--- config.mk ---
export PLATFORM = sky130hd
export DESIGN_NAME = reset_gen
export DESIGN_NICKNAME = d
export VERILOG_FILES = /design/src/soc_pkg.sv /design/src/reset_gen.sv
export VERILOG_INCLUDE_DIRS = /design/src
export SDC_FILE = /design/constraint.sdc
export NUM_CORES = 1
export LEC_CHECK = 0
export BUFFER_PORTS_ARGS = -buffer_cell sky130_fd_sc_hd__buf_2
export CORE_AREA = 8 8 45 47
export CTS_BUF_LIST = sky130_fd_sc_hd__clkbuf_8
export CTS_CLUSTER_DIAMETER = 80
export CTS_CLUSTER_SIZE = 24
export DETAILED_ROUTE_END_ITERATION = 8
export DIE_AREA = 0 0 53 55
export PLACE_DENSITY_LB_ADDON = 0.15
export SETUP_SLACK_MARGIN = 0.15
export SLEW_MARGIN = 20
export SYNTH_ARGS = -nofsm -noshare
export SYNTH_HDL_FRONTEND = slang
export SYNTH_SLANG_ARGS = --single-unit
--- constraint.sdc ---
create_clock -name clk_w -period 1.36 [get_ports clk_w]
set_input_delay 0.272 -clock clk_w [delete_from_list [all_inputs] [get_ports clk_w]]
set_output_delay 0.272 -clock clk_w [all_outputs]
set_load 0.05 [all_outputs]
--- src/soc_macros.svh ---
/* Address map, widths and reset timing shared by the RTL. Windows must not overlap,
   and the map sizes are fixed here rather than reported by the slaves */
`ifndef SOC_MACROS_SVH
`define SOC_MACROS_SVH

// Bus widths
`define SOC_DATA_W 32
`define SOC_ADDR_W 16
`define SOC_SEL_W 4

// Slave windows as byte addresses
`define RAM_BASE 16'h0000
`define RAM_SIZE 16'h0400
`define DEVTBL_BASE 16'h1000
`define DEVTBL_SIZE 16'h0100
`define INTC_BASE 16'h1100
`define INTC_SIZE 16'h0100

// Cycles that the internal reset is held after the pin reset or a warm reset
`define RST_STRETCH 8

// Number of interrupt source pins, at most 16
`define INT_SRC_N 4

`endif

--- src/soc_pkg.sv ---
/* Bus and reset types of the subsystem. Opcode encodings follow the pi1 bus,
   where the value 3 is reserved and never issued by the master */
`include "soc_macros.svh"

package soc_pkg;

	typedef logic [`SOC_DATA_W-1:0] data_t;
	typedef logic [`SOC_ADDR_W-1:0] addr_t;
	typedef logic [`SOC_SEL_W-1:0] sel_t;

	typedef enum logic [1:0] {
		op_none = 2'b00,
		op_write = 2'b01,
		op_read = 2'b10
	} pi_op_e;

	// Held stable by the master until a cycle with rdy high
	typedef struct packed {
		pi_op_e op;
		addr_t addr;
		data_t data;
		sel_t sel;
	} pi_req_t;

	typedef struct packed {
		logic rdy;
		data_t rdata;
	} pi_rsp_t;

	typedef enum logic [1:0] {rst_run, rst_stretch, rst_off} rst_state_e;

endpackage

--- src/reset_gen.sv ---
/* The output is registered and follows rst_p one cycle late. It stays high for RST_STRETCH
   cycles from the first cycle with rst_p low, or from the cycle after a warm reset pulse */
`timescale 1ns/1ps
`include "soc_macros.svh"

module reset_gen
	import soc_pkg::*;
(
	input logic clk_w,
	input logic rst_p,
	input logic warm_rst_i,
	input logic pwr_off_i,
	output logic sys_rst_o
);

	localparam int CNT_W = $clog2(`RST_STRETCH + 1);
	localparam logic [CNT_W-1:0] CNT_LOAD = CNT_W'(`RST_STRETCH - 1);

	rst_state_e state_r;
	logic [CNT_W-1:0] cnt_r;

	always_ff @(posedge clk_w) begin
		if (rst_p) begin
			state_r <= rst_stretch;
			cnt_r <= CNT_LOAD;
		end else begin
			case (state_r)
			rst_run: begin
				// Power-off wins if software sets both bits in one write
				if (pwr_off_i) begin
					state_r <= rst_off;
				end else if (warm_rst_i) begin
					state_r <= rst_stretch;
					cnt_r <= CNT_LOAD;
				end
			end
			rst_stretch: begin
				if (cnt_r == '0)
					state_r <= rst_run;
				else
					cnt_r <= cnt_r - 1'b1;
			end
			rst_off: begin
				// Only the pin reset leaves this state
				cnt_r <= CNT_LOAD;
			end
			default: state_r <= rst_stretch;
			endcase
		end
	end

	assign sys_rst_o = (state_r != rst_run);

endmodule

---- Word-level counts from Yosys, hierarchy flattened ----
Index checks and enable logic that the tools add are counted.
word-level totals
  bits in registers ....................... 6
  input port bits ......................... 4
  output and inout port bits .............. 1
  logic and storage cells ................. 25
operators by class
  add/sub/neg operators ................... 1
  equal/unequal tests ..................... 7
  mux-type cells .......................... 8
  bitwise logic cells ..................... 1
  reduce and logical (&&, ||, !) cells .... 6
operators by type and width
  operator                                                            count
  4-bit 2-to-1 mux                                                    3
  4-bit one-hot mux with 3 select lines                               1
  2-bit inequality test, second input constant                        4
  2-bit 2-to-1 mux                                                    3
  2-bit one-hot mux with 3 select lines                               1
  4-bit zero test                                                     1
  4-bit AND reduction                                                 1
  4-bit by 1-bit subtractor with 4-bit output, second input constant  1
  3-bit inequality test, second input constant                        1
  3-bit AND reduction                                                 1
  3-bit nonzero test                                                  1
  2-bit by 1-bit == test with 1-bit output, second input constant     1
  2-bit == test, second input constant                                1
  2-bit zero test                                                     1
  2-bit nonzero test                                                  1
  1-bit inverter                                                      1

---- Longest topological paths before layout ----
Gate-level depths: netlist (run 1).
  depth after elaboration ................. 3
  gate-level depth with buffers ........... 6
  gate-level depth less buffers ........... 6

---- Least setup slack after synthesis (run 1) ----
No wires, ideal clock.
  path kind ............................... register -> register
  start ................................... register cnt_r[0]
  end ..................................... register cnt_r[0]
  setup time .............................. 120 ps
  data arrival time ....................... 1,321 ps
  data required time ...................... 1,240 ps
  setup slack ............................. -81 ps
  cell stages (with the launch flop) ...... 7
  path buffers ............................ 0
  clock period less this slack ............ 1,441 ps
  path through ............................ dfxtp_1 > inv_1 > ha_1 > nor3b_4 > nor2_1 > or4_1 > o31a_1
on the way
  word-level cells in the longest chain between the ends .. 3
  elaborated cells on any way between the ends .. 6
  those cells by class .................... 1 x add/sub; 1 x eq/ne; 2 x mux; 2 x reduce/logical
ends and longest elaborated chain
  item                                                                                   RTL line                          RTL
  start, declared                                                                        reset_gen.sv:20                   logic [CNT_W-1:0] cnt_r;
  start signal, assigned                                                                 reset_gen.sv:41                   cnt_r <= cnt_r - 1'b1;
  4-bit by 1-bit subtractor with 4-bit output / 4-bit zero test (equally long branches)  reset_gen.sv:41, reset_gen.sv:38
  4-bit 2-to-1 mux / 2-bit inequality test (equally long branches)                       n/a
  4-bit one-hot mux with 3 select lines / 4-bit AND reduction (equally long branches)    n/a
Several ways; a longest one is shown, not always the timed one. The select of a mux whose other input is x is not followed.
A chain may end at the register's enable or synchronous reset.

---- Worst setup path in the final report (run 1) ----
Ends and elaborated chain as after synthesis.

==> out/metrics.yaml, run 1 <==
finish:
  num-nets-final: 66
  layout.area.seq_um2: 125
  multiInputGateArea_um2: 223
  num_antenna_cells: 0
  fin_cells: 75
  fillerInstances: 154
  drive_gt1_share_pct: 49.2
  syn2layout_area_growth_pct: 63.6
synth:
  synthesis.area_um2: 330
  seq_area_frac_synth_pct: 36.4
  synthCells: 41
  ys_ff_latch: 6
  syn_nets: 46
  syn_area_per_cell_um2: 8.06
  yosysWarnings: 0
  ys_types: 21
sta:
  final_hold_viol_count: 0
  finalSetupViolCount: 2
  timing.fmax_ghz: 0.688
  finalClockSkew_ns: 0.00370
  worstMarginPinSlew_ns: 0.435
  whs_ns: 0.312
  rsz0062_at_grt: "true"
  report.final.slew_viol_count: 0
  min_period_ns: 1.45
  maxSlewHeadroom_pct: 70.7
  setup_slack_ns: -0.0943
  min_period_over_period_pct: 107
grt:
  grt.overflow.total: 0
  grt_pass1_wl_um: 1550
  grt_pass1_vias: 361
  grt_max_degree: 9
  antenna_found_initial: 0
  grt.total_usage_pct: 7.60
setup_path:
  cp.required_ns: 1.47
  cp_top_family: "simple AND/OR/NAND/NOR gates"
  critPathKind: "reg -> reg"
  arrival_ns: 1.57
  path_cells: "inv_2 -> ha_4 -> nor3b_4 -> nor2_1 -> or4_1 -> o31a_1"
  slowest_delay_ns: 0.40
  critPathBufInv: 1
  path_max_fanout: 4
  critPathLaunchType: "flip-flop"
  critPathSlowestCell: "or4_1"
  endpoint_kind: "flip-flop"
drt:
  viasPerCell: 4.95
  vias: 371
  dr.first_iter.drc_count: 7
  drc: 0
  wl_per_cell_um: 13.6
  antenna_left: 0
  dr.pass1.iters: 4
  wirelength_um: 1020
clock_network:
  clk_pin_slew_worst_paths_ns: 0.04
  root_buffer: "clkbuf_8"
  clk_latency_ns: 0.23
  htree_levels: 1
  cts_tree: "built"
  cts_sinks: 6
  cts.path.max_buffers: 2
  cts_buffers: 3
die:
  die_y_um: 55
  boundaryPins: 5
  num_rows: 14
  start_util_pct: 23.9
  core_area_mm2: 0.00138
  die-width_um: 53
  die-area_mm2: 0.00292
min_path:
  min_path_type: "in -> reg"
outcome:
  failed_checks: "setup timing"
  status: "complete, but fails checks"
power:
  powerDensity_mw_per_mm2: 1030
  p_leak_nw: 0.223
  vdd_drop_max_mv: 0.469
flow_run:
  drv_cap: 0
placement:
  place_hpwl_um: 670
  placed_cells: 69
  gp_congestion: 0.754
  portBuffers: 4
layer usage:
metal	wire length (µm)	global-route usage, %	vias up	share of wire (%)
li1	-	-	185	-
met1	415	6.84	176	41
met2	539	13.1	5	53
met3	26	2.41	5	2.6
met4	35	7.76	0	3.4
met5	0	0	-	0
registers in the layout (all words and copies together), names as in the netlist:
signal and cells:
state_r 2, cnt_r 4
cells by family after synthesis:
group                    after synthesis  synth area share, %
AO/OA/AOI/OAI                         11                 23.5
adder cells (fa/ha/maj)                1                 3.79
buffers and inverters                  5                 5.68
flip-flops                             6                 36.4
AND/OR/NAND/NOR                       18                 30.7
synthesized netlist by cell type:
cell type / number / area [µm²]
nor2_1: 4 / 15.0
or3_1: 1 / 6.26
o21bai_1: 1 / 7.51
nand2_1: 4 / 15.0
nor3_1: 3 / 15.0
nand3_1: 1 / 5.00
dfxtp_1: 6 / 120
o21ai_0: 1 / 5.00
a311oi_1: 1 / 8.76
ha_1: 1 / 12.5
o31a_1: 1 / 8.76
o211ai_1: 1 / 7.51
a21oi_1: 2 / 10.0
nor3b_4: 1 / 18.8
o41ai_1: 1 / 8.76
a21o_1: 2 / 15.0
nand2b_1: 2 / 12.5
inv_1: 5 / 18.8
or4_1: 1 / 7.51
a31oi_1: 1 / 6.26
nor4_1: 1 / 6.26
power breakdown:
group | internal, mW | total, mW | switching (mW)
clock network | 0.191 | 0.272 | 0.0813
registers | 0.185 | 0.193 | 0.00782
logic | 0.0524 | 0.0921 | 0.0397
total | 0.428 | 0.557 | 0.129
through the flow:
stage | power [mW] | instance area (µm²) | util [%] | TNS (ns) | worst slack [ns]
2_1_floorplan | 0.234 | 343 | - | -0.0222 | -0.0202
3_3_place_gp | 0.270 | 443 | 32.0 | -0.128 | -0.0664
3_5_place_dp | 0.274 | 443 | 32.0 | -0.151 | -0.0790
4_1_cts | 0.553 | 512 | 37.0 | -0.151 | -0.0762
5_1_grt | 0.582 | 541 | 39.1 | -0.462 | -0.181
6_report | 0.557 | 541 | 39.1 | -0.188 | -0.0943
layout by cell type, fill, tap and decap left out:
| cell type | count |
|---|---|
| nor3_2 | 1 |
| inv_2 | 3 |
| o31a_1 | 1 |
| buf_4 | 10 |
| clkbuf_8 | 3 |
| o211ai_1 | 1 |
| or4_1 | 1 |
| inv_1 | 2 |
| o21ai_0 | 1 |
| nand2_1 | 4 |
| o21bai_1 | 1 |
| nor2_2 | 1 |
| o41ai_1 | 1 |
| ha_4 | 1 |
| nor4_1 | 1 |
| nand3_2 | 1 |
| a311oi_2 | 1 |
| nand2b_1 | 2 |
| buf_2 | 3 |
| nor3_1 | 2 |
| a21oi_1 | 2 |
| a31oi_1 | 1 |
| a21o_1 | 2 |
| dfxtp_2 | 1 |
| buf_6 | 2 |
| or3_1 | 1 |
| dfxtp_1 | 4 |
| nor3b_4 | 1 |
| dfxtp_4 | 1 |
| nor2_1 | 3 |
tightest hold or removal path: stages:
cell	delay, ns
buf_2	0.10
nor2_1	0.07
nor3_1	0.05
layout make-up:
cell class | count | area share [%]
inverters | 5 | 3.47
clock buffers | 3 | 7.64
well taps | 16 | 3.70
multi-input cells | 30 | 41.2
repair buffers | 15 | 20.8
flip-flops and latches | 6 | 23.1
final timing paths:
kind | start | slack [ns] | cells past startpoint | end
worst max-delay path | cnt_r[0] | -0.09 | 6 | cnt_r[0]
worst min register to register | state_r[0] | 0.44 | 1 | state_r[1]
worst min-delay path | pwr_off_i | 0.31 | 3 | state_r[1]
worst max register to register | cnt_r[0] | -0.09 | 6 | cnt_r[0]
what timing repair did:
item | in CTS | in global routing
gates resized for setup | 7 | 4
endpoints found under the setup margin | 5 | 6
hold buffers | 0 | 0
pin swaps | 1 | 2
buffers inserted | 1 | 2
No activity file was read; power rests on OpenSTA's default activity.
==> run 2: changes to the inputs <==
--- a/config.mk
+++ b/config.mk
@@ -13,7 +13,7 @@
 export CTS_CLUSTER_SIZE = 24
 export DETAILED_ROUTE_END_ITERATION = 8
 export DIE_AREA = 0 0 53 55
-export PLACE_DENSITY_LB_ADDON = 0.15
+export PLACE_DENSITY = 0.47
 export SETUP_SLACK_MARGIN = 0.15
 export SLEW_MARGIN = 20
 export SYNTH_ARGS = -nofsm -noshare
==> run 2 against run 1 <==
  * The run still ends with setup timing left
  * Flip-flop and latch count stayed put
  * Clock-buffer cell count stayed put
  * Sequential power hardly changed
  * Global-route usage is 0.48 points lower
  * Register-to-register slack better by 0.07 ns
  * Fmax is 4.9% higher
  * Non-clock buffer count is 1 lower
  * Cell area is 4.4% lower
  * Clock power is 1% higher
  * Via count is 2.2% lower
  * Final cell count is 1.3% lower
  * Utilization is 1.7 points lower
==> out/metrics.yaml, run 2 (synthesis results as in run 1) <==
finish:
  largest_reg_flops: 4  # unchanged
  syn2layout_area_growth_pct: 56.4
  drive_gt1_share_pct: 43.1  # -6.0 points
  largest-register: "cnt_r"
  final_cell_mix: "buf_4, nand2_1, nor2_1"
  layout_commonest_cell: "buf_4"
  num-nets-final: 65  # -1.5%
  final_area_um2: 517  # -4.4%
  largest_registers: "cnt_r: 4 flops, state_r: 2 flops"
  post-route-util_pct: 37.3  # -1.7 points
  num_antenna_cells: 0  # unchanged
placement:
  pre_cts_slack_ns: -0.0293  # +0.0497 ns
  place_hpwl_um: 660  # -1.6%
  dpl_cell_area_um2: 458  # +3.4%
  portBuffers: 4  # unchanged
  gp_congestion: 0.741  # -1.7%
die:
  die_y_um: 55  # unchanged
  die-area_mm2: 0.00292  # unchanged
  core_area_mm2: 0.00138  # unchanged
  boundaryPins: 5  # unchanged
  num_rows: 14  # unchanged
  die-width_um: 53  # unchanged
  start_util_pct: 23.9  # unchanged
clock_network:
  htree_levels: 1  # unchanged
  cts_tree: "built"
  ctsResizeCount: 6  # -1
  cts_buffers: 3  # unchanged
  clk_latency_ns: 0.23  # about the same
  post_cts_buffers: 0  # -1
  root_buffer: "clkbuf_8"
  clk_pin_slew_worst_paths_ns: 0.04  # about the same
  cts_sinks: 6  # unchanged
  ctsHoldBuffers: 0  # unchanged
  cts.path.max_buffers: 2  # unchanged
min_path:
  min_path_type: "in -> reg"
  hold_path.startpoint: "pwr_off_i"
setup_path:
  cp-startpoint: "cnt_r[0]"
  rr_startpoint: "cnt_r[0]"
  slowest_delay_ns: 0.39  # about the same
  path_max_fanout: 3  # -1
  critPathKind: "reg -> reg"
  cp.required_ns: 1.47  # about the same
  arrival_ns: 1.50  # -0.07 ns
  endpoint_kind: "flip-flop"
  rrSetupSlack_ns: -0.03  # +0.07 ns
  critPathSlowestCell: "or4_1"
  path_cells: "inv_2 -> ha_4 -> nor3b_4 -> nor2_1 -> or4_1 -> o31a_1"
  critPathLaunchType: "flip-flop"
power:
  internal_power_uw: 420  # -2.0%
  seq_power_share_pct: 35.2  # +0.5 points
  swShare_pct: 23.0  # -0.092 points
  p_sw_uw: 126  # -2.5%
  p_clk_share_pct: 50.7  # +1.9 points
  pwr-share-comb_pct: 14.1  # -2.4 points
  powerDensity_mw_per_mm2: 1060  # +2.4%
  p_leak_nw: 0.213  # -4.3%
  vdd_drop_max_mv: 0.369  # -21%
sta:
  rsz0062_at_grt: "true"
  report.final.slew_viol_count: 0  # unchanged
  whs_ns: 0.315  # +0.00336 ns
  finalClockSkew_ns: 0.00240  # -0.00130 ns
  min_period_ns: 1.39  # -0.0678 ns
  maxSlewHeadroom_pct: 78.5  # +7.8 points
  final_hold_viol_count: 0  # unchanged
  worstMarginPinSlew_ns: 0.320  # -0.116 ns
  setup_slack_ns: -0.0265  # +0.0678 ns
  min_period_over_period_pct: 102  # -5.0 points
  finalSetupViolCount: 2  # unchanged
  timing.fmax_ghz: 0.721  # +4.9%
grt:
  grt_pass1_wl_um: 1430  # -7.6%
  grt_util_met2_pct: 10.2  # -2.9 points
  grt-busiest-layer: "met2"
  use_met3_pct: 4.01  # +1.6 points
  met1_usage_pct: 7.32  # +0.48 points
  grt_pass1_vias: 333  # -7.8%
  grt_max_degree: 9  # unchanged
  grt.overflow.total: 0  # unchanged
  antenna_found_initial: 0  # unchanged
  grt.total_usage_pct: 7.11  # -0.48 points
drt:
  dr.first_iter.drc_count: 3  # -4
  wirelength_um: 839  # -18%
  wl_per_cell_um: 11.3  # -16%
  vias: 363  # -2.2%
  dr.pass1.iters: 4  # unchanged
  viasPerCell: 4.91  # -0.83%
  drc: 0  # unchanged
  antenna_left: 0  # unchanged
outcome:
  status: "complete, but fails checks"
  failed_checks: "setup timing"
flow_run:
  drv_cap: 0  # unchanged
## run 2: power by group through the flow
| stage | Combinational, mW | Sequential (mW) | Clock (mW) |
|---|---|---|---|
| 6_report | 0.0767 | 0.192 | 0.276 |
| 5_1_grt | 0.0863 | 0.192 | 0.306 |
| 3_5_place_dp | 0.0764 | 0.196 | 0 |
| 2_1_floorplan | 0.0364 | 0.197 | 0 |
| 4_1_cts | 0.0776 | 0.194 | 0.289 |
| 3_3_place_gp | 0.0759 | 0.196 | 0 |
## run 2: worst paths after layout
kind | to | depth (start not counted)
worst min register to register | cnt_r[0] | 1
worst min-delay path | state_r[1] | 3
worst max-delay path | cnt_r[0] | 6
worst max register to register | cnt_r[0] | 6
## run 2: worst max-delay path: cells and delay by family (launching register included)
| kind | cells | cell delay, ns |
|---|---|---|
| buffers and inverters | 1 | 0.06 |
| and+or+nand+nor | 3 | 0.66 |
| DFF | 1 | 0.32 |
| AOI/OAI and AO/OA | 1 | 0.11 |
| adders and majority gates | 1 | 0.13 |
## run 2: metrics by stage
step	total power [mW]	TNS, ns	instances
floorplan	0.234	-0.0222	41
global placement	0.272	-0.0301	71
detailed placement	0.272	-0.0503	71
CTS	0.560	-0.0607	74
global route	0.585	-0.219	74
finish	0.545	-0.0500	74
## run 2: layout make-up
type | count | area [µm²]
fillers | 145 | 867
multi-input cells | 30 | 209
flip-flops and latches | 6 | 126
repair buffers | 14 | 101
clock buffers | 3 | 41.3
well taps | 16 | 20.0
inverters | 5 | 18.8
## run 2: per-layer routing
metal	vias up	part of all wire, %
met4	0	3.3
met2	10	49
met1	167	43
li1	183	-
met5	-	0
met3	3	5.0
==> run 3: changes to the inputs <==
--- a/config.mk
+++ b/config.mk
@@ -13,7 +13,7 @@
 export CTS_CLUSTER_SIZE = 24
 export DETAILED_ROUTE_END_ITERATION = 8
 export DIE_AREA = 0 0 53 55
-export PLACE_DENSITY = 0.47
+export PLACE_DENSITY = 0.45
 export SETUP_SLACK_MARGIN = 0.15
 export SLEW_MARGIN = 20
 export SYNTH_ARGS = -nofsm -noshare
==> constraint.sdc (replaced) <==
create_clock -name clk_w -period 1.6 [get_ports clk_w]
set_input_delay 0.32 -clock clk_w [delete_from_list [all_inputs] [get_ports clk_w]]
set_output_delay 0.32 -clock clk_w [all_outputs]
set_load 0.05 [all_outputs]
==> run 3 against run 2 <==
  * The flow now finishes without violations
  * Die area unchanged
  * Routed wire length down 3.5%
  * Fmax down 5.2%
  * Register-to-register slack better by 0.16 ns
  * Sequential share of layout area up 1.9 points
==> out/metrics.yaml, run 3 (synthesis results as in run 1) <==
outcome:
  status: "completed"
grt:
  grt_max_degree: 9  # unchanged
  grt_pass1_vias: 348  # +4.5%
  grt.overflow.total: 0  # unchanged
  antenna_found_initial: 0  # unchanged
  grt_pass1_wl_um: 1570  # +9.7%
  grt.total_usage_pct: 7.88  # +0.77 points
finish:
  syn2layout_area_growth_pct: 42.4
  final_area_um2: 470  # -9.0%
  drive_gt1_share_pct: 37.7  # -5.4 points
  layout_commonest_cell: "buf_4"
  final_cell_mix: "buf_4, nand2_1"
  num-nets-final: 60  # -7.7%
  post-route-util_pct: 34.0  # -3.3 points
  num_antenna_cells: 0  # unchanged
  largest_registers: "cnt_r: 4 flops, state_r: 2 flops"
  largest-register: "cnt_r"
  largest_reg_flops: 4  # unchanged
  fillerInstances: 145  # unchanged
setup_path:
  critPathBufInv: 1  # unchanged
  path_depth: 6  # unchanged
  reg2reg_depth: 6  # unchanged
  path_cells: "inv_2 -> ha_4 -> nor3b_4 -> nor2_2 -> or3_1 -> a21o_1"
  cp.required_ns: 1.71  # +0.24 ns
  arrival_ns: 1.58  # +0.08 ns
  critPathLaunchType: "flip-flop"
  critPathKind: "reg -> reg"
  critPathSlowestCell: "or3_1"
  slowest_delay_ns: 0.36  # -0.03 ns
  cp_top_family: "simple AND/OR/NAND/NOR gates"
  path_max_fanout: 4  # +1
  endpoint_kind: "flip-flop"
die:
  num_rows: 14  # unchanged
  die_y_um: 55  # unchanged
  die-area_mm2: 0.00292  # unchanged
  start_util_pct: 23.9  # unchanged
  core_area_mm2: 0.00138  # unchanged
  boundaryPins: 5  # unchanged
  die-width_um: 53  # unchanged
sta:
  min_period_ns: 1.46  # +0.0760 ns
  report.final.slew_viol_count: 0  # unchanged
  finalClockSkew_ns: 0.00153  # -0.000870 ns
  worstMarginPinSlew_ns: 0.380  # +0.0605 ns
  finalSetupViolCount: 0  # -2
  rsz0062_at_grt: "true"
  timing.fmax_ghz: 0.684  # -5.2%
  tns_ns: 0  # +0.0500 ns
  maxSlewHeadroom_pct: 74.4  # -4.1 points
  min_period_over_period_pct: 91.4  # -11 points
  final_hold_viol_count: 0  # unchanged
placement:
  portBuffers: 4  # unchanged
  dpl_cell_area_um2: 378  # -17%
  gp_congestion: 0.793  # +7.1%
  place_hpwl_um: 571  # -13%
min_path:
  min_path_type: "in -> reg"
  holdPathStages: 3  # unchanged
clock_network:
  cts_sinks: 6  # unchanged
  clk_latency_ns: 0.22  # about the same
  cts_buffers: 3  # unchanged
  ctsHoldBuffers: 0  # unchanged
  clk_pin_slew_worst_paths_ns: 0.04  # about the same
  htree_levels: 1  # unchanged
  root_buffer: "clkbuf_8"
  cts.path.max_buffers: 2  # unchanged
  cts_tree: "built"
drt:
  antenna_left: 0  # unchanged
  vias: 337  # -7.2%
  wl_per_cell_um: 11.7  # +3.5%
  dr.pass1.iters: 4  # unchanged
  dr.first_iter.drc_count: 4  # +1
  wirelength_um: 810  # -3.5%
  viasPerCell: 4.88  # -0.44%
  drc: 0  # unchanged
power:
  vdd_drop_max_mv: 0.457  # +24%
  p_leak_nw: 0.188  # -12%
  power_uw: 456  # -16%
  powerDensity_mw_per_mm2: 969  # -8.2%
flow_run:
  drv_cap: 0  # unchanged
==> run 3: worst paths after layout <==
check	start	to	slack [ns]
worst max-delay path	cnt_r[0]	cnt_r[1]	0.14
worst max register to register	cnt_r[0]	cnt_r[1]	0.14
worst min-delay path	pwr_off_i	state_r[1]	0.36
worst min register to register	state_r[0]	state_r[1]	0.49
==> run 3: cell type report <==
class,instances,area (µm²),area share (%)
well taps,16,20.0,4.26
flip-flops and latches,6,124,26.3
inverters,5,18.8,3.99
repair buffers,9,60.1,12.8
multi-input cells,30,206,43.9
clock buffers,3,41.3,8.78
==> run 3: power breakdown <==
part           internal (mW)  leakage, nW  switching, mW  total [mW]
clock network          0.162       0.0216         0.0688       0.231
registers              0.160       0.0481        0.00819       0.168
logic                 0.0319        0.119         0.0253      0.0571
==> run 3: tightest hold or removal path: cells and delay by family <==
kind                   cells  cell delay [ns]
buffers and inverters      1             0.08
and+or+nand+nor            2             0.13
==> run 3: repair_timing <==
action,in CTS,in global routing
pin swaps,2,3
setup buffers,3,1
endpoints found under the setup margin,3,3
gates resized for setup,8,1
==> run 3: per-layer routing <==
layer  vias up  track usage, %  wire [µm]
met5         -               0          0
met4         0            10.3         48
met3         5            3.21         55
met2        10            10.9        344
met1       151            7.94        361
li1        171               -          -
==> run 3: metrics by stage <==
step | std cells | hold slack (ns) | setup slack [ns]
5_1_grt | 69 | 0.390 | 0.0474
4_1_cts | 68 | 0.360 | 0.157
6_report | 69 | 0.364 | 0.138
3_3_place_gp | 62 | 0.569 | 0.0748
3_5_place_dp | 62 | 0.556 | 0.0629
2_1_floorplan | 41 | 0.397 | 0.159
